==> config.mk <==
export PLATFORM = sky130hd
export DESIGN_NAME = mem_stage
export DESIGN_NICKNAME = d
export VERILOG_FILES = /design/src/bepipe_pkg.sv /design/src/mem_stage.sv
export SDC_FILE = /design/constraint.sdc
export NUM_CORES = 1
export LEC_CHECK = 0
export BUFFER_PORTS_ARGS = -buffer_cell sky130_fd_sc_hd__clkbuf_2
export CAP_MARGIN = 20
export CELL_PAD_IN_SITES_DETAIL_PLACEMENT = 1
export CELL_PAD_IN_SITES_GLOBAL_PLACEMENT = 1
export CORE_AREA = 3 3 239 241
export CTS_CLUSTER_SIZE = 25
export DETAILED_ROUTE_END_ITERATION = 10
export DIE_AREA = 0 0 242 244
export PLACE_DENSITY = 0.51
export SKIP_CTS_REPAIR_TIMING = 1
export SLEW_MARGIN = 5
export SYNTH_ARGS = -nofsm -noshare
export SYNTH_HDL_FRONTEND = slang
export SYNTH_SLANG_ARGS = --single-unit
==> constraint.sdc <==
create_clock -name clk -period 6.3 [get_ports clk]
set_input_delay 1.26 -clock clk [delete_from_list [all_inputs] [get_ports clk]]
set_output_delay 1.26 -clock clk [all_outputs]
set_load 0.03 [all_outputs]
==> src/bepipe_pkg.sv <==
package bepipe_pkg;

    localparam int xlen = 64;                  // RV64 data and pc width

    typedef logic [4:0] reg_addr_t;

    typedef enum logic [1:0] {wreg_alu, wreg_ram, wreg_pc} wreg_sel_e;

    typedef enum logic [3:0] {
        mem_none,
        mem_lb, mem_lbu, mem_lh, mem_lhu, mem_lw, mem_lwu, mem_ld,
        mem_sb, mem_sh, mem_sw, mem_sd
    } mem_op_e;

    function automatic logic is_load(mem_op_e op);
        return op inside {mem_lb, mem_lbu, mem_lh, mem_lhu, mem_lw, mem_lwu, mem_ld};
    endfunction

    function automatic logic is_store(mem_op_e op);
        return op inside {mem_sb, mem_sh, mem_sw, mem_sd};
    endfunction

    typedef struct packed {
        logic [31:0]     inst;
        logic [xlen-1:0] pc;
        logic            reg_wen;
        reg_addr_t       rd;
        wreg_sel_e       wreg_sel;
        mem_op_e         mem_op;
        logic [xlen-1:0] alu_result;         // also the memory address
        logic [xlen-1:0] store_data;
    } ex_to_ms_t;

    typedef struct packed {
        logic [31:0]     inst;
        logic [xlen-1:0] pc;
        logic            reg_wen;
        reg_addr_t       rd;
        wreg_sel_e       wreg_sel;
        logic [xlen-1:0] alu_result;
        logic [xlen-1:0] rdata;              // extended load value
    } ms_to_ws_t;

    typedef struct packed {
        logic            wen;
        reg_addr_t       waddr;
        logic [xlen-1:0] wdata;
    } rf_wr_t;

endpackage

==> src/mem_stage.sv <==
module mem_stage #(
    parameter int ram_words = 256
) (
    input  logic                         clk,
    input  logic                         rst,
    input  logic                         ex_valid,
    input  bepipe_pkg::ex_to_ms_t        ex_bus,
    output logic                         ms_allowin,
    input  logic                         ws_allowin,
    output logic                         ms_valid,
    output bepipe_pkg::ms_to_ws_t        ms_bus,
    output logic                         ram_en,
    output logic                         ram_we,
    output logic [$clog2(ram_words)-1:0] ram_addr,
    output logic [7:0]                   ram_be,
    output logic [63:0]                  ram_wdata,
    input  logic [63:0]                  ram_rdata
);
    import bepipe_pkg::*;

    localparam int addr_w = $clog2(ram_words);

    ex_to_ms_t       ms_r;
    logic            ms_ready_go;
    logic            ms_accept;
    logic [2:0]      st_off;
    logic [2:0]      ld_off;
    logic [7:0]      ld_byte;
    logic [15:0]     ld_half;
    logic [31:0]     ld_word;
    logic [xlen-1:0] ld_data;

    assign ms_ready_go = 1'b1;                    // memory answers in one cycle
    assign ms_allowin  = !ms_valid || (ms_ready_go && ws_allowin);
    assign ms_accept   = ex_valid && ms_allowin;

    always_ff @(posedge clk) begin
        if (rst) begin
            ms_valid <= 1'b0;
        end else if (ms_allowin) begin
            ms_valid <= ex_valid;
        end
        if (ms_accept) begin
            ms_r <= ex_bus;
        end
    end

    // request goes out in the accepting cycle
    assign st_off   = ex_bus.alu_result[2:0];
    assign ram_en   = ms_accept && (is_load(ex_bus.mem_op) || is_store(ex_bus.mem_op));
    assign ram_we   = ms_accept && is_store(ex_bus.mem_op);
    assign ram_addr = ex_bus.alu_result[3 +: addr_w];   // wraps modulo ram_words

    always_comb begin
        ram_be    = 8'h00;
        ram_wdata = '0;
        case (ex_bus.mem_op)
            mem_sb: begin
                ram_be    = 8'b0000_0001 << st_off;
                ram_wdata = {8{ex_bus.store_data[7:0]}};
            end
            mem_sh: begin
                ram_be    = 8'b0000_0011 << {st_off[2:1], 1'b0};
                ram_wdata = {4{ex_bus.store_data[15:0]}};
            end
            mem_sw: begin
                ram_be    = 8'b0000_1111 << {st_off[2], 2'b00};
                ram_wdata = {2{ex_bus.store_data[31:0]}};
            end
            mem_sd: begin
                ram_be    = 8'hff;
                ram_wdata = ex_bus.store_data;
            end
            default: ;                            // loads and non-memory ops
        endcase
    end

    // lane pick from the registered read data
    assign ld_off  = ms_r.alu_result[2:0];
    assign ld_byte = ram_rdata[{ld_off, 3'b000} +: 8];
    assign ld_half = ram_rdata[{ld_off[2:1], 4'b0000} +: 16];
    assign ld_word = ram_rdata[{ld_off[2], 5'b00000} +: 32];

    always_comb begin
        case (ms_r.mem_op)
            mem_lb:  ld_data = {{56{ld_byte[7]}}, ld_byte};
            mem_lbu: ld_data = {56'b0, ld_byte};
            mem_lh:  ld_data = {{48{ld_half[15]}}, ld_half};
            mem_lhu: ld_data = {48'b0, ld_half};
            mem_lw:  ld_data = {{32{ld_word[31]}}, ld_word};
            mem_lwu: ld_data = {32'b0, ld_word};
            mem_ld:  ld_data = ram_rdata;
            default: ld_data = '0;                // non-loads return zero
        endcase
    end

    assign ms_bus = '{
        inst:       ms_r.inst,
        pc:         ms_r.pc,
        reg_wen:    ms_r.reg_wen,
        rd:         ms_r.rd,
        wreg_sel:   ms_r.wreg_sel,
        alu_result: ms_r.alu_result,
        rdata:      ld_data
    };

    a_valid_after_rst: assert property (@(posedge clk) rst |=> !ms_valid);

    // a memory request belongs to an item that the stage then holds
    a_req_accepted: assert property (@(posedge clk) disable iff (rst)
        ram_en |=> (ms_valid && (is_load(ms_r.mem_op) || is_store(ms_r.mem_op))));

endmodule

== Yosys cells after proc, flatten, opt, wreduce, memory -nomap -nowiden ==
Index checks and enable logic that the tools add are counted.
Widths: inputs -> output; s select.
Storage, ports and cells
  bits of input ports: 304
  word-level logic and storage cells: 43
  output and inout port bits: 316
  flip-flop bits (word level): 173
Operators by class
  reduce and logical (&&, ||, !) cells: 8
  shift-type cells: 6
  muxes and demuxes: 3
  equal/unequal tests: 18
Operators with widths (count)
  $pmux 64 s7: 1
  $pmux 64 s4: 1
  $shiftx 64x7->16: 1
  $shiftx 64x7->32: 1
  $shiftx 64x7->8: 1
  $eq 4x3->1 const B: 8
  $pmux 8 s4: 1
  $eq 4x2->1 const B: 4
  $eq 4x4->1 const B: 4
  $eq 4x1->1 const B: 2
  $shl 1x3->8 const A: 1
  $shl 2x3->8 const A: 1
  $shl 4x3->8 const A: 1
  $reduce_bool 7->1: 1
  $reduce_bool 4->1: 1
  $logic_and 1x1->1: 3
  $logic_or 1x1->1: 2
  $logic_not 1->1: 1

== Logic depth before layout (Yosys ltp) ==
  depth after elaboration: 4
  depth in mapped cells: 7
  gate-level depth less buffers: 4

== Least setup slack after synthesis ==
OpenSTA, ideal clock, no wires.
  kind: in2reg
  start: in ws_allowin
  end: reg ms_r, in the netlist ms_bus[100], enable pin
  cell stages on the path: 3
  buffers on the path: 0
  library setup time: 0.524 ns
  arrival time: 5.048 ns
  path slack: 0.728 ns
  data required time: 5.776 ns
  cell sequence: nand2b_1 -> nand2_1 -> inv_1
On the way
  longest elaborated chain between the ends: 2
RTL lines
  start: declaration: RTL line mem_stage.sv:9  | input logic ws_allowin,
  $logic_or 1x1->1: RTL line mem_stage.sv:34  | assign ms_allowin = !ms_valid || (ms_ready_go && ws_allowin);
  $logic_and 1x1->1: RTL line mem_stage.sv:35  | assign ms_accept = ex_valid && ms_allowin;
  net ms_accept: RTL line mem_stage.sv:25  | logic ms_accept;
  end signal: assignment: RTL line mem_stage.sv:44  | ms_r <= ex_bus;
  end: declaration: RTL line mem_stage.sv:23  | ex_to_ms_t ms_r;
The timed path passes the listed nets, and every way through them passes these cells.
A chain may end at the register's enable or synchronous reset.

== Worst setup path in the final report ==
  start: in ex_bus[128] (netlist bit)
  end: out ram_wdata[48]
On the way
  longest elaborated chain between the ends: 2
  elaborated cells between the ends (all ways): 5
  classes of those cells: eq/ne (4); mux (1)
RTL lines
  start: declaration: RTL line mem_stage.sv:7  | input bepipe_pkg::ex_to_ms_t ex_bus,
  $eq 4x4->1: RTL line mem_stage.sv:57  | case (ex_bus.mem_op)
  $pmux 64 s4 (*): RTL line mem_stage.sv:57
  end: declaration: RTL line mem_stage.sv:16  | output logic [63:0] ram_wdata,
Mark *: on every way between the ends. The rest lies on a longest branch, timed or not.

==> results.json <==
{
  "clk_pin_slew_worst_paths_ns": 0.08,
  "diodes": 0,
  "finalMaxSlewViolations": 0,
  "num_rows": 86,
  "crit_type": "in2out",
  "ant_nets": 0,
  "vdd_drop_max_mv": 0.257,
  "hp-class": "reg2reg",
  "routed_wl_microns": 40600,
  "cts_root_buf": "clkbuf_16",
  "tightest_slew_ns": 1.06,
  "finalPower_uw": 3190,
  "fin_crit_ns": 4.42,
  "drive_gt1_frac": 0.565,
  "vias": 8027,
  "drt-pass1-iter-count": 4,
  "fin_setup_tns_ns": 0,
  "hold_depth": 2,
  "clock_path_buffers": 2,
  "rsz0062_at_grt": "false",
  "hold_viol_final": 0,
  "ys_async_sr_fraction": 0,
  "ys_seq_area_frac": 0.533,
  "clock_skew_ns": 0.0215,
  "boundaryPins": 620,
  "grt_pass1_wl_microns": 58800,
  "ys_dominant_reg_cell": "edfxtp_1",
  "drc": 0,
  "globalplace.congestion": 0.821,
  "hpwl_microns": 32800,
  "max_freq_ghz": 0.226,
  "syn_nets": 1133,
  "synth_edf_count": 172,
  "syn_avg_cell_area_sq_um": 11.7,
  "crit_fanout": 26,
  "finalNonFillerCells": 2011,
  "drt_first_iter_violations": 286,
  "netlist.area_leader.share": 0.531,
  "area_growth_pct": 32.3,
  "cp.arrival_ns": 3.16,
  "chipWidth_microns": 242,
  "status": "finished, final reports clean",
  "cts_tree": "built",
  "leakagePower_uw": 0.00608,
  "grtUsageTotal": 0.134,
  "maxCapViolCount": 0,
  "grt_max_degree": 132,
  "r2r_cells": 4,
  "dieArea_sq_mm": 0.0590,
  "clk_latency_ns": 0.48,
  "core_sq_mm": 0.0551,
  "start_util": 0.176,
  "synthTopCellsByArea": "edfxtp_1 53%, buf_4 14%, mux2i_1 4.8%",
  "cp-end-kind": "output port",
  "yosysTopAreaCell": "edfxtp_1",
  "critPathRequiredTime_ns": 5.04,
  "post-place-cells": 1979,
  "maxSlewHeadroom": 0.293,
  "cp-start-kind": "input port",
  "cts.sinks": 173,
  "synth_area_sq_mm": 0.00972,
  "wl_per_cell_microns": 20.2,
  "fp.dieH_microns": 244,
  "synthCells": 829,
  "antenna_found_initial": 2,
  "finalSetupViolCount": 0,
  "finalCritPeriodShare": 0.702,
  "yosysWarnings": 0,
  "synthDistinctLibCells": 42,
  "grt.overflow.total": 0,
  "viasPerCell": 3.99,
  "cts_max_level": 4,
  "grt_pass1_vias": 8621,
  "ys_seq_elements": 173,
  "nets": 1554,
  "port_buffers": 619,
  "p_per_area_mw_per_mm2": 248,
  "numCtsBuffers": 17
}
## synthesized netlist by cell type (4+ instances only)
library cell / count
a211o_1: 13
a211oi_1: 9
a21oi_1: 79
a22oi_1: 19
and2_1: 8
buf_2: 19
buf_4: 178
buf_6: 6
clkbuf_1: 22
edfxtp_1: 172
inv_1: 12
mux2_2: 25
mux2i_1: 47
mux4_2: 18
nand2_1: 91
nand2b_1: 9
nand3_1: 11
nand4_1: 4
nor2_1: 31
o21ai_0: 22
## power by group
group / total [uW] / internal (uW) / switching (uW)
clock: 1070 / 535 / 540
sequential: 1370 / 1350 / 21.1
combinational: 752 / 232 / 520
## layout by cell type, fill, tap and decap left out, drive strengths merged, types with 10 or more instances in the layout
cell and instances:
clkbuf 637, edfxtp 172, nand2 91, a21oi 79, mux2i 47, nor2 31
mux2 25, o21ai 23, inv 20, a22oi 19, mux4 18, a211o 13
nand3 11, buf 10
## kinds of logic after synthesis
logic type                after synthesis  synth area share
buffers and inverters                 239             0.168
and+or+nand+nor                       169            0.0783
muxes                                  90             0.119
xor gates and xnor gates                1           0.00167
AOI/OAI and AO/OA                     157            0.0994
DFF                                   173             0.533
## worst max-delay path, cell delays in order
cell      delay (ns)
clkbuf_2        0.58
buf_4           0.48
mux2i_1         0.21
a211oi_1        0.32
clkbuf_2        0.28
## metal layers
| metal | GRT usage | share of wire |
|---|---|---|
| met4 | 0.0389 | 0.015 |
| met5 | 0 | 0.00042 |
| met2 | 0.242 | 0.52 |
| met3 | 0.0479 | 0.081 |
| met1 | 0.149 | 0.38 |
## worst paths after layout
| path | start | to | slack [ns] |
|---|---|---|---|
| max | ex_bus[128] | ram_wdata[48] | 1.88 |
| min | ms_valid$_SDFFE_PP0N_ | ms_valid$_SDFFE_PP0N_ | 0.60 |
| max reg2reg | ms_valid$_SDFFE_PP0N_ | ms_bus[127]$_DFFE_PP_ | 4.20 |
| min reg2reg | ms_valid$_SDFFE_PP0N_ | ms_valid$_SDFFE_PP0N_ | 0.60 |
## metrics by stage
step / hold WS (ns) / setup slack, ns / utilization / instance area (sq um)
global placement: 0.567 / 1.78 / 0.223 / 12300
floorplan: 0.866 / 0.728 / - / 9720
detailed placement: 0.575 / 1.76 / 0.223 / 12300
global route: 0.604 / 1.69 / 0.233 / 12900
finish: 0.598 / 1.88 / 0.233 / 12900
CTS: 0.587 / 1.76 / 0.233 / 12900
## flip-flops by register name, summed over array words and instances (netlist names)
| register | flops |
|---|---|
| ms_r | 4 |
| ms_valid | 1 |
| ms_bus | 168 |
## area by class of cell
| cell class | instances | area (sq um) |
|---|---|---|
| Fill cell | 6511 | 42200 |
| Sequential cell | 173 | 5180 |
| Timing Repair Buffer | 629 | 3190 |
| Multi-Input combinational cell | 417 | 2910 |
| Tap cell | 748 | 936 |
| Clock buffer | 18 | 429 |
| Clock inverter | 14 | 164 |
| Inverter | 12 | 50.0 |
No activity file was read; power rests on OpenSTA's default activity.
