File: src/bepipe_pkg.sv
package bepipe_pkg;

    localparam int xlen = 64;                  // RV64 data and pc width

    typedef logic [4:0] reg_addr_t;

    typedef enum logic [1:0] {wreg_alu, wreg_ram, wreg_pc} wreg_sel_e;

    typedef enum logic [3:0] {
        mem_none,
        mem_lb, mem_lbu, mem_lh, mem_lhu, mem_lw, mem_lwu, mem_ld,
        mem_sb, mem_sh, mem_sw, mem_sd
    } mem_op_e;

    function automatic logic is_load(mem_op_e op);
        return op inside {mem_lb, mem_lbu, mem_lh, mem_lhu, mem_lw, mem_lwu, mem_ld};
    endfunction

    function automatic logic is_store(mem_op_e op);
        return op inside {mem_sb, mem_sh, mem_sw, mem_sd};
    endfunction

    typedef struct packed {
        logic [31:0]     inst;
        logic [xlen-1:0] pc;
        logic            reg_wen;
        reg_addr_t       rd;
        wreg_sel_e       wreg_sel;
        mem_op_e         mem_op;
        logic [xlen-1:0] alu_result;         // also the memory address
        logic [xlen-1:0] store_data;
    } ex_to_ms_t;

    typedef struct packed {
        logic [31:0]     inst;
        logic [xlen-1:0] pc;
        logic            reg_wen;
        reg_addr_t       rd;
        wreg_sel_e       wreg_sel;
        logic [xlen-1:0] alu_result;
        logic [xlen-1:0] rdata;              // extended load value
    } ms_to_ws_t;

    typedef struct packed {
        logic            wen;
        reg_addr_t       waddr;
        logic [xlen-1:0] wdata;
    } rf_wr_t;

endpackage

File: src/wb_stage.sv
module wb_stage (
    input  logic                  clk,
    input  logic                  rst,
    input  logic                  ms_valid,
    input  bepipe_pkg::ms_to_ws_t ms_bus,
    output logic                  ws_allowin,
    output bepipe_pkg::rf_wr_t    rf_wr
);
    import bepipe_pkg::*;

    ms_to_ws_t       ws_r;
    logic            ws_valid;
    logic            ws_ready_go;
    logic [xlen-1:0] wdata;

    assign ws_ready_go = 1'b1;                    // write-back never stalls
    assign ws_allowin  = !ws_valid || ws_ready_go;

    always_ff @(posedge clk) begin
        if (rst) begin
            ws_valid <= 1'b0;
        end else if (ws_allowin) begin
            ws_valid <= ms_valid;
        end
        if (ms_valid && ws_allowin) begin
            ws_r <= ms_bus;
        end
    end

    // write-back source select
    always_comb begin
        case (ws_r.wreg_sel)
            wreg_alu: wdata = ws_r.alu_result;
            wreg_ram: wdata = ws_r.rdata;
            wreg_pc:  wdata = ws_r.pc + xlen'(4);   // jal/jalr link
            default:  wdata = '0;
        endcase
    end

    assign rf_wr = '{
        wen:   ws_valid && ws_r.reg_wen,
        waddr: ws_r.rd,
        wdata: wdata
    };

    // the select arrives from upstream and must decode
    a_wreg_sel_legal: assert property (@(posedge clk) disable iff (rst)
        ws_valid |-> (ws_r.wreg_sel inside {wreg_alu, wreg_ram, wreg_pc}));

endmodule
File: config.mk
export PLATFORM = sky130hd
export DESIGN_NAME = wb_stage
export DESIGN_NICKNAME = d
export VERILOG_FILES = /design/src/bepipe_pkg.sv /design/src/wb_stage.sv
export SDC_FILE = /design/constraint.sdc
export NUM_CORES = 1
export LEC_CHECK = 0
export BUFFER_PORTS_ARGS = -buffer_cell sky130_fd_sc_hd__clkbuf_2
export CAP_MARGIN = 20
export CORE_MARGIN = 2
export CORE_UTILIZATION = 40
export CTS_CLUSTER_SIZE = 20
export DETAILED_ROUTE_END_ITERATION = 10
export PLACE_DENSITY = 0.69
export SYNTH_ARGS = -nofsm -noshare
export SYNTH_HDL_FRONTEND = slang
export SYNTH_SLANG_ARGS = --single-unit
File: constraint.sdc
create_clock -name clk -period 2.6 [get_ports clk]
set_clock_uncertainty 0.2 [all_clocks]
set_input_delay 0.78 -clock clk [delete_from_list [all_inputs] [get_ports clk]]
set_output_delay 0.78 -clock clk [all_outputs]
set_load 0.01 [all_outputs]
After elaboration in Yosys (flattened, before gate mapping)
Index checks and enable logic that the tools add are counted.
Widths: inputs -> output; s select.
{ "totals": {"reg_bits": 201, "word_cells": 13, "out_inout_bits": 71, "inputBits": 235} }
{ "op_classes": {"n_mux": 1, "n_addsub": 1, "n_eq_ne": 2, "reduce_logical": 2} }
{ "ops": {"columns": ["cell", "count"], "rows": [
  ["$pmux 64 s3", 1],
  ["$add 64x3->64 const B", 1],
  ["$eq 2x1->1 const B", 1],
  ["$eq 2x2->1 const B", 1],
  ["$logic_not 2->1", 1],
  ["$logic_and 1x1->1", 1]
]} }

Depth between registers and ports, before layout
Gate-level depths: netlist of run 1.
{ "depth": {"ltp_word": 2, "mapped_depth": 8, "ltp_nobuf": 7} }

Worst setup path after synthesis of run 1
No wires, ideal clock.
{ "synth_path": {"kind": "register to output", "from": "reg ws_r[140] in the netlist's numbering", "to": "out rf_wr[47] in the netlist's numbering", "required_time_ps": 1620, "t_arrival_ps": 1926, "path_buffers": 0, "path_stages_with_launch": 7, "path_slack_ps": -306, "path_cell_list": "edfxtp_1 > nand3_2 > nor4_4 > nand2_4 > or3_1 > and3_1 > o31ai_2"} }
{ "synth_rtl": {"columns": ["item", "line_no", "text"], "rows": [
  ["from (decl)", "wb_stage.sv:11", "ms_to_ws_t ws_r;"],
  ["from (signal assigned)", "wb_stage.sv:26", "ws_r <= ms_bus;"],
  ["to (decl)", "wb_stage.sv:7", "output bepipe_pkg::rf_wr_t rf_wr"]
]} }

==> flow_summary.toml, run 1 <==
[pwr]
power.density_nw_per_um2 = 640
peakVddDrop_mv = 0.582
power.leakage_nw = 5.27

[critical_path]
cp-end-kind = "output pin"
cp_slowest_cell = "or3_1"
cp-start-kind = "flop"
slowest_delay_ps = 370
critPathMaxFanout = 3
worstSetupStartpoint = "ws_r[179]$_DFFE_PP_"
cp_cell_sequence = "nand4_1 -> nor4_4 -> buf_4 -> nand4_4 -> or3_1 -> and3_4 -> o31ai_4 -> buf_2"
critical_path_arrival_ps = 2530
critPathKind = "reg2out"
critPathRequiredTime_ps = 1620

[sta]
clock.fmax_mhz = 285
min_period_ps = 3510
setup_viol = 64
layout_setup_ws_ps = -914
hold_viol_final = 0
rsz0062_at_grt = "yes"
drv_slew = 0
finalCritPeriodShare_pct = 135
holdWs_ps = 240

[drt]
ant_nets = 0
drt-initial-drc-count = 223
wl_per_cell_um = 17.8
drc = 0
viasPerCell = 4.91
vias = 6223
dr.pass1.iters = 4
wl_mm = 22.6

[yosys]
yosys-mux-area-fraction_pct = 4.82
synth_xor_area_share_pct = 5.86
synthSimpleGateAreaFrac_pct = 9.89
synth.distinct_cells = 38
synth_compound_area_share_pct = 6.13
synth_enable_flop_cells = 200
netlist_area_um2 = 8510
ys_ff_latch = 201
synthCells = 580
synth_fa_ha_area_share_pct = 0.147
seq_area_frac_synth_pct = 70.8
avgSynthCellArea_um2 = 14.7
async_reset_ff_share_pct = 0
synth_ff_type = "edfxtp_1"
yosysWarnings = 0
syn_nets = 816
synth_top_family_by_area = "simple AND/OR/NAND/NOR gates"

[cts]
cts_buffers = 22
htree_levels = 1
cts.sinks = 201
clock_path_buffers = 3
clkTransAtPathRegs_ps = 60
root_buffer = "clkbuf_16"
cts_tree = "built"

[final_layout]
postLayoutCellArea_um2 = 12600
finalNonFillerCells = 1268
final_cell_mix = "clkbuf_2 (232), edfxtp_1 (200), buf_4 (106)"
layout_commonest_cell = "clkbuf_2"
nets = 1210
drive_gt1_share_pct = 53.5
area_growth_syn_to_layout_pct = 48.1

[place]
placedInstanceArea_um2 = 11100
dp_worst_setup_slack_ps = -446
hpwlAfterDp_mm = 16.1
dp_cells = 1205
gp_congestion = 0.803
io_buffers = 272

[min_path]
min_path_type = "in2reg"
hp-start = "rst"

[global_route]
grt.overflow.total = 0
antenna_found_initial = 1
grt_pass1_wl_mm = 32.5
grt.total_usage_pct = 18.9
grt_pass1_vias = 6198
grt_max_degree = 45

[die]
initial_core_util_pct = 40.6
die_area_um2 = 22500
die_w_um = 150
die_height_um = 150
io_pins = 306
core_um2 = 21000
rows = 53

[run_status]
status = "finished with violations"
violations = "negative setup slack"

[flow_run]
maxCapViolations = 0
cell families (layout without fill, tap and decap cells):
logic type,count (synthesis),count (layout)
xor+xnor,57,57
flops,201,201
other cells,1,4
mux,41,41
fa+ha+maj,1,1
buf+inv,44,453
compound gates,88,88
simple gates,147,148
cell usage after synthesis (2+ instances only):
cell	count	area share (%)
nand4_2	4	0.59
xnor2_1	41	4.2
buf_2	2	0.12
nor3_2	5	0.59
inv_1	12	0.53
nand2_1	46	2.0
nor4_4	2	0.50
xor2_1	16	1.6
clkbuf_1	22	0.97
nand3_1	15	0.88
nand3_2	2	0.24
o21ai_0	41	2.4
nor4_2	4	0.59
mux2i_1	41	4.8
a22oi_1	14	1.2
nor2b_1	2	0.15
nor4_1	5	0.37
or3_1	2	0.15
buf_4	6	0.53
o22ai_1	31	2.3
and3_1	4	0.29
nand4_1	18	1.3
nor2_1	17	0.75
edfxtp_1	200	71
and2_1	2	0.15
nor3_1	14	0.82
cell type report:
class / count / area [µm²]
Fill cell: 1666 / 8350
Sequential cell: 201 / 6030
Multi-Input combinational cell: 336 / 2930
Timing Repair Buffer: 401 / 2560
Clock buffer: 24 / 558
Tap cell: 275 / 344
Clock inverter: 16 / 138
Inverter: 12 / 45.0
Antenna cell: 3 / 7.51
power by group:
group | leakage [nW] | internal, W | switching [W]
Combinational | 2.97 | 0.000567 | 0.000583
Clock | 0.336 | 0.00175 | 0.00122
Sequential | 1.97 | 0.00385 | 0.000101
critical path: cells and delay by family (launching register included):
kind	cells	cell delay [ps]
flops	1	350
compound gates	1	150
simple gates	5	1180
buf+inv	2	340
final timing paths:
path,slack [ps],endpoint,cells past startpoint
worst max-delay path,-910,rf_wr[47],8
worst min-delay path,240,ws_valid$_SDFF_PP0_,2
state kept, by name (all words and copies together) (netlist names):
register,cells
rf_wr,5
ws_r,195
ws_valid,1
through the flow:
stage | total power (W) | utilization (%) | setup TNS [ps]
after floorplan | 0.00445 | - | -6910
after global placement | 0.00504 | 52.8 | -14360
after CTS | 0.00811 | 58.1 | -44720
final | 0.00807 | 60.2 | -42890
after global routing | 0.00840 | 60.1 | -51280
after detailed placement | 0.00506 | 52.8 | -15130
repair_timing:
item / 4_1_cts / 5_1_grt
buffers inserted: 10 / 11
pin swaps: 31 / 53
gates cloned: 3 / 0
endpoints found under the setup margin: 64 / 64
resized for setup: 81 / 107
hold buffers: 0 / 0
routing by layer:
| layer | vias to the layer above | track usage, % | share of wire, % |
|---|---|---|---|
| met2 | 197 | 33.1 | 52 |
| met5 | - | 0 | 0 |
| li1 | 3004 | - | - |
| met1 | 2975 | 23.5 | 39 |
| met3 | 47 | 3.84 | 6.3 |
| met4 | 0 | 5.99 | 2.5 |
No activity file was read; power rests on OpenSTA's default activity.
==> run 2: changes to the inputs <==
Settings changed: CORE_ASPECT_RATIO set to 0.9.
==> run 2 against run 1 <==
Compared with the run above: the run still ends with negative setup slack left; die area barely moved; fmax about the same; sequential share of layout area is 0.97 points lower; count of clock-buffer cells in the layout up 4; largest power group unchanged; combinational power is essentially flat; global-route usage rose by 0.16 points; core utilization rose by 1.6 points; first-iteration DRC count increased by 27%; non-clock buffer count is 18 higher; via count is 0.59% higher; largest cell class unchanged; flip-flop and latch count did not move.
==> flow_summary.toml, run 2 (synthesis gave the netlist of run 1 again) <==
[drt]
vias = 6260
viasPerCell = 4.85
drt-initial-drc-count = 283
ant_nets = 0
wl_mm = 22.4
drc = 0
dr.pass1.iters = 4
wl_per_cell_um = 17.3

[place]
dp_worst_setup_slack_ps = -410
gp_congestion = 0.783
hpwlAfterDp_mm = 15.7
io_buffers = 272
placedInstanceArea_um2 = 11100

[critical_path]
critical_path_arrival_ps = 2530
critPathMaxFanout = 3
cp-start-kind = "flop"
critPathKind = "reg2out"
critPathRequiredTime_ps = 1620
cp-end-kind = "output pin"

[sta]
clock.fmax_mhz = 285
rsz0062_at_grt = "yes"
finalCritPeriodShare_pct = 135
setup_viol = 64
min_period_ps = 3510
drv_slew = 0
layout_setup_ws_ps = -912
hold_viol_final = 0

[final_layout]
diodes = 0
nets = 1228
area_growth_syn_to_layout_pct = 51.1
drive_gt1_share_pct = 55.1
top_register = "ws_r"
layout_commonest_cell = "clkbuf_2"
fillers = 1578
postLayoutCellArea_um2 = 12900
largest_register_ffs = 195
final_cell_mix = "clkbuf_2 (227), edfxtp_1 (200), buf_4 (108)"

[pwr]
peakVddDrop_mv = 0.500
power.density_nw_per_um2 = 622
switchingPower_w = 0.00187
power_frac_comb_pct = 14.7
power.leakage_nw = 5.35
clkPwrFrac_pct = 35.9
switching_share_pct = 23.4
p_seq_share_pct = 49.4
intPower_w = 0.00613

[die]
core_um2 = 20800
die_w_um = 158
die_height_um = 142
die_area_um2 = 22500
initial_core_util_pct = 40.9
io_pins = 306
rows = 50

[flow_run]
maxCapViolations = 0

[run_status]
violations = "negative setup slack"
status = "finished with violations"

[global_route]
grt.total_usage_pct = 19.1
grt_pass1_vias = 6261
grt_max_degree = 48
antenna_found_initial = 1
grt_pass1_wl_mm = 32.8
grt.overflow.total = 0

[cts]
cts_buffers = 22
cts_tree = "built"
cts.sinks = 201
root_buffer = "clkbuf_16"
clkTransAtPathRegs_ps = 60
clock_path_buffers = 3
htree_levels = 1

[min_path]
whs_path_depth = 2
min_path_type = "in2reg"
-- run 2: repair_timing --
| item | in CTS | in global routing |
|---|---|---|
| buffers inserted | 24 | 19 |
| pin swaps | 56 | 42 |
| hold buffers | 0 | 0 |
| gates cloned | 3 | 0 |
| setup endpoints to repair | 64 | 64 |
| gates resized for setup | 123 | 93 |
-- run 2: final timing paths --
kind,start,to,slack [ps]
setup / recovery,ws_r[166]$_DFFE_PP_,rf_wr[58],-910
hold / removal,rst,ws_valid$_SDFF_PP0_,240
-- run 2: final cells by class --
type                    instances  area (µm²)  area share (%)
clock inverters                 8        60.1           0.467
clock buffers                  28         594            4.62
multi-input cells             336        3010            23.4
well taps                     286         358            2.78
inverters                      12        45.0           0.350
repair buffers                419        2780            21.6
flip-flops and latches        201        6030            46.8
-- run 2: per-stage QoR --
stage	utilization, %	instances	hold slack, ps	power [W]	setup TNS, ps
after floorplan	-	580	652	0.00445	-6910
after global placement	53.3	1212	739	0.00504	-12870
after detailed placement	53.3	1212	740	0.00506	-13630
after CTS	60.0	1275	221	0.00803	-42020
after global routing	61.8	1290	235	0.00830	-49630
final	61.8	1290	238	0.00801	-42400
-- run 2: worst max-delay path, cell delays in order, from the launching register on --
cell      delay [ps]
edfxtp_1         410
nand4_4          140
nor4_4           390
buf_4            180
nand4_1          210
buf_4            230
nor3_4           110
xnor2_1          140
o22ai_1           90
buf_2            160
-- run 2: metal layers --
metal | vias to the layer above | global-route usage, % | share of wire (%)
li1 | 3044 | - | -
met1 | 2996 | 24.9 | 42
met2 | 189 | 32.5 | 50
met3 | 29 | 4.14 | 6.2
met4 | 2 | 4.45 | 2.1
met5 | - | 0 | 0.058
-- run 2: power by group through the flow --
stage	combinational [W]	sequential, W	clock (W)
after floorplan	0.000431	0.00402	0
after detailed placement	0.00105	0.00401	0
after CTS	0.00115	0.00395	0.00293
after global placement	0.00104	0.00400	0
after global routing	0.00127	0.00398	0.00305
final	0.00118	0.00395	0.00287
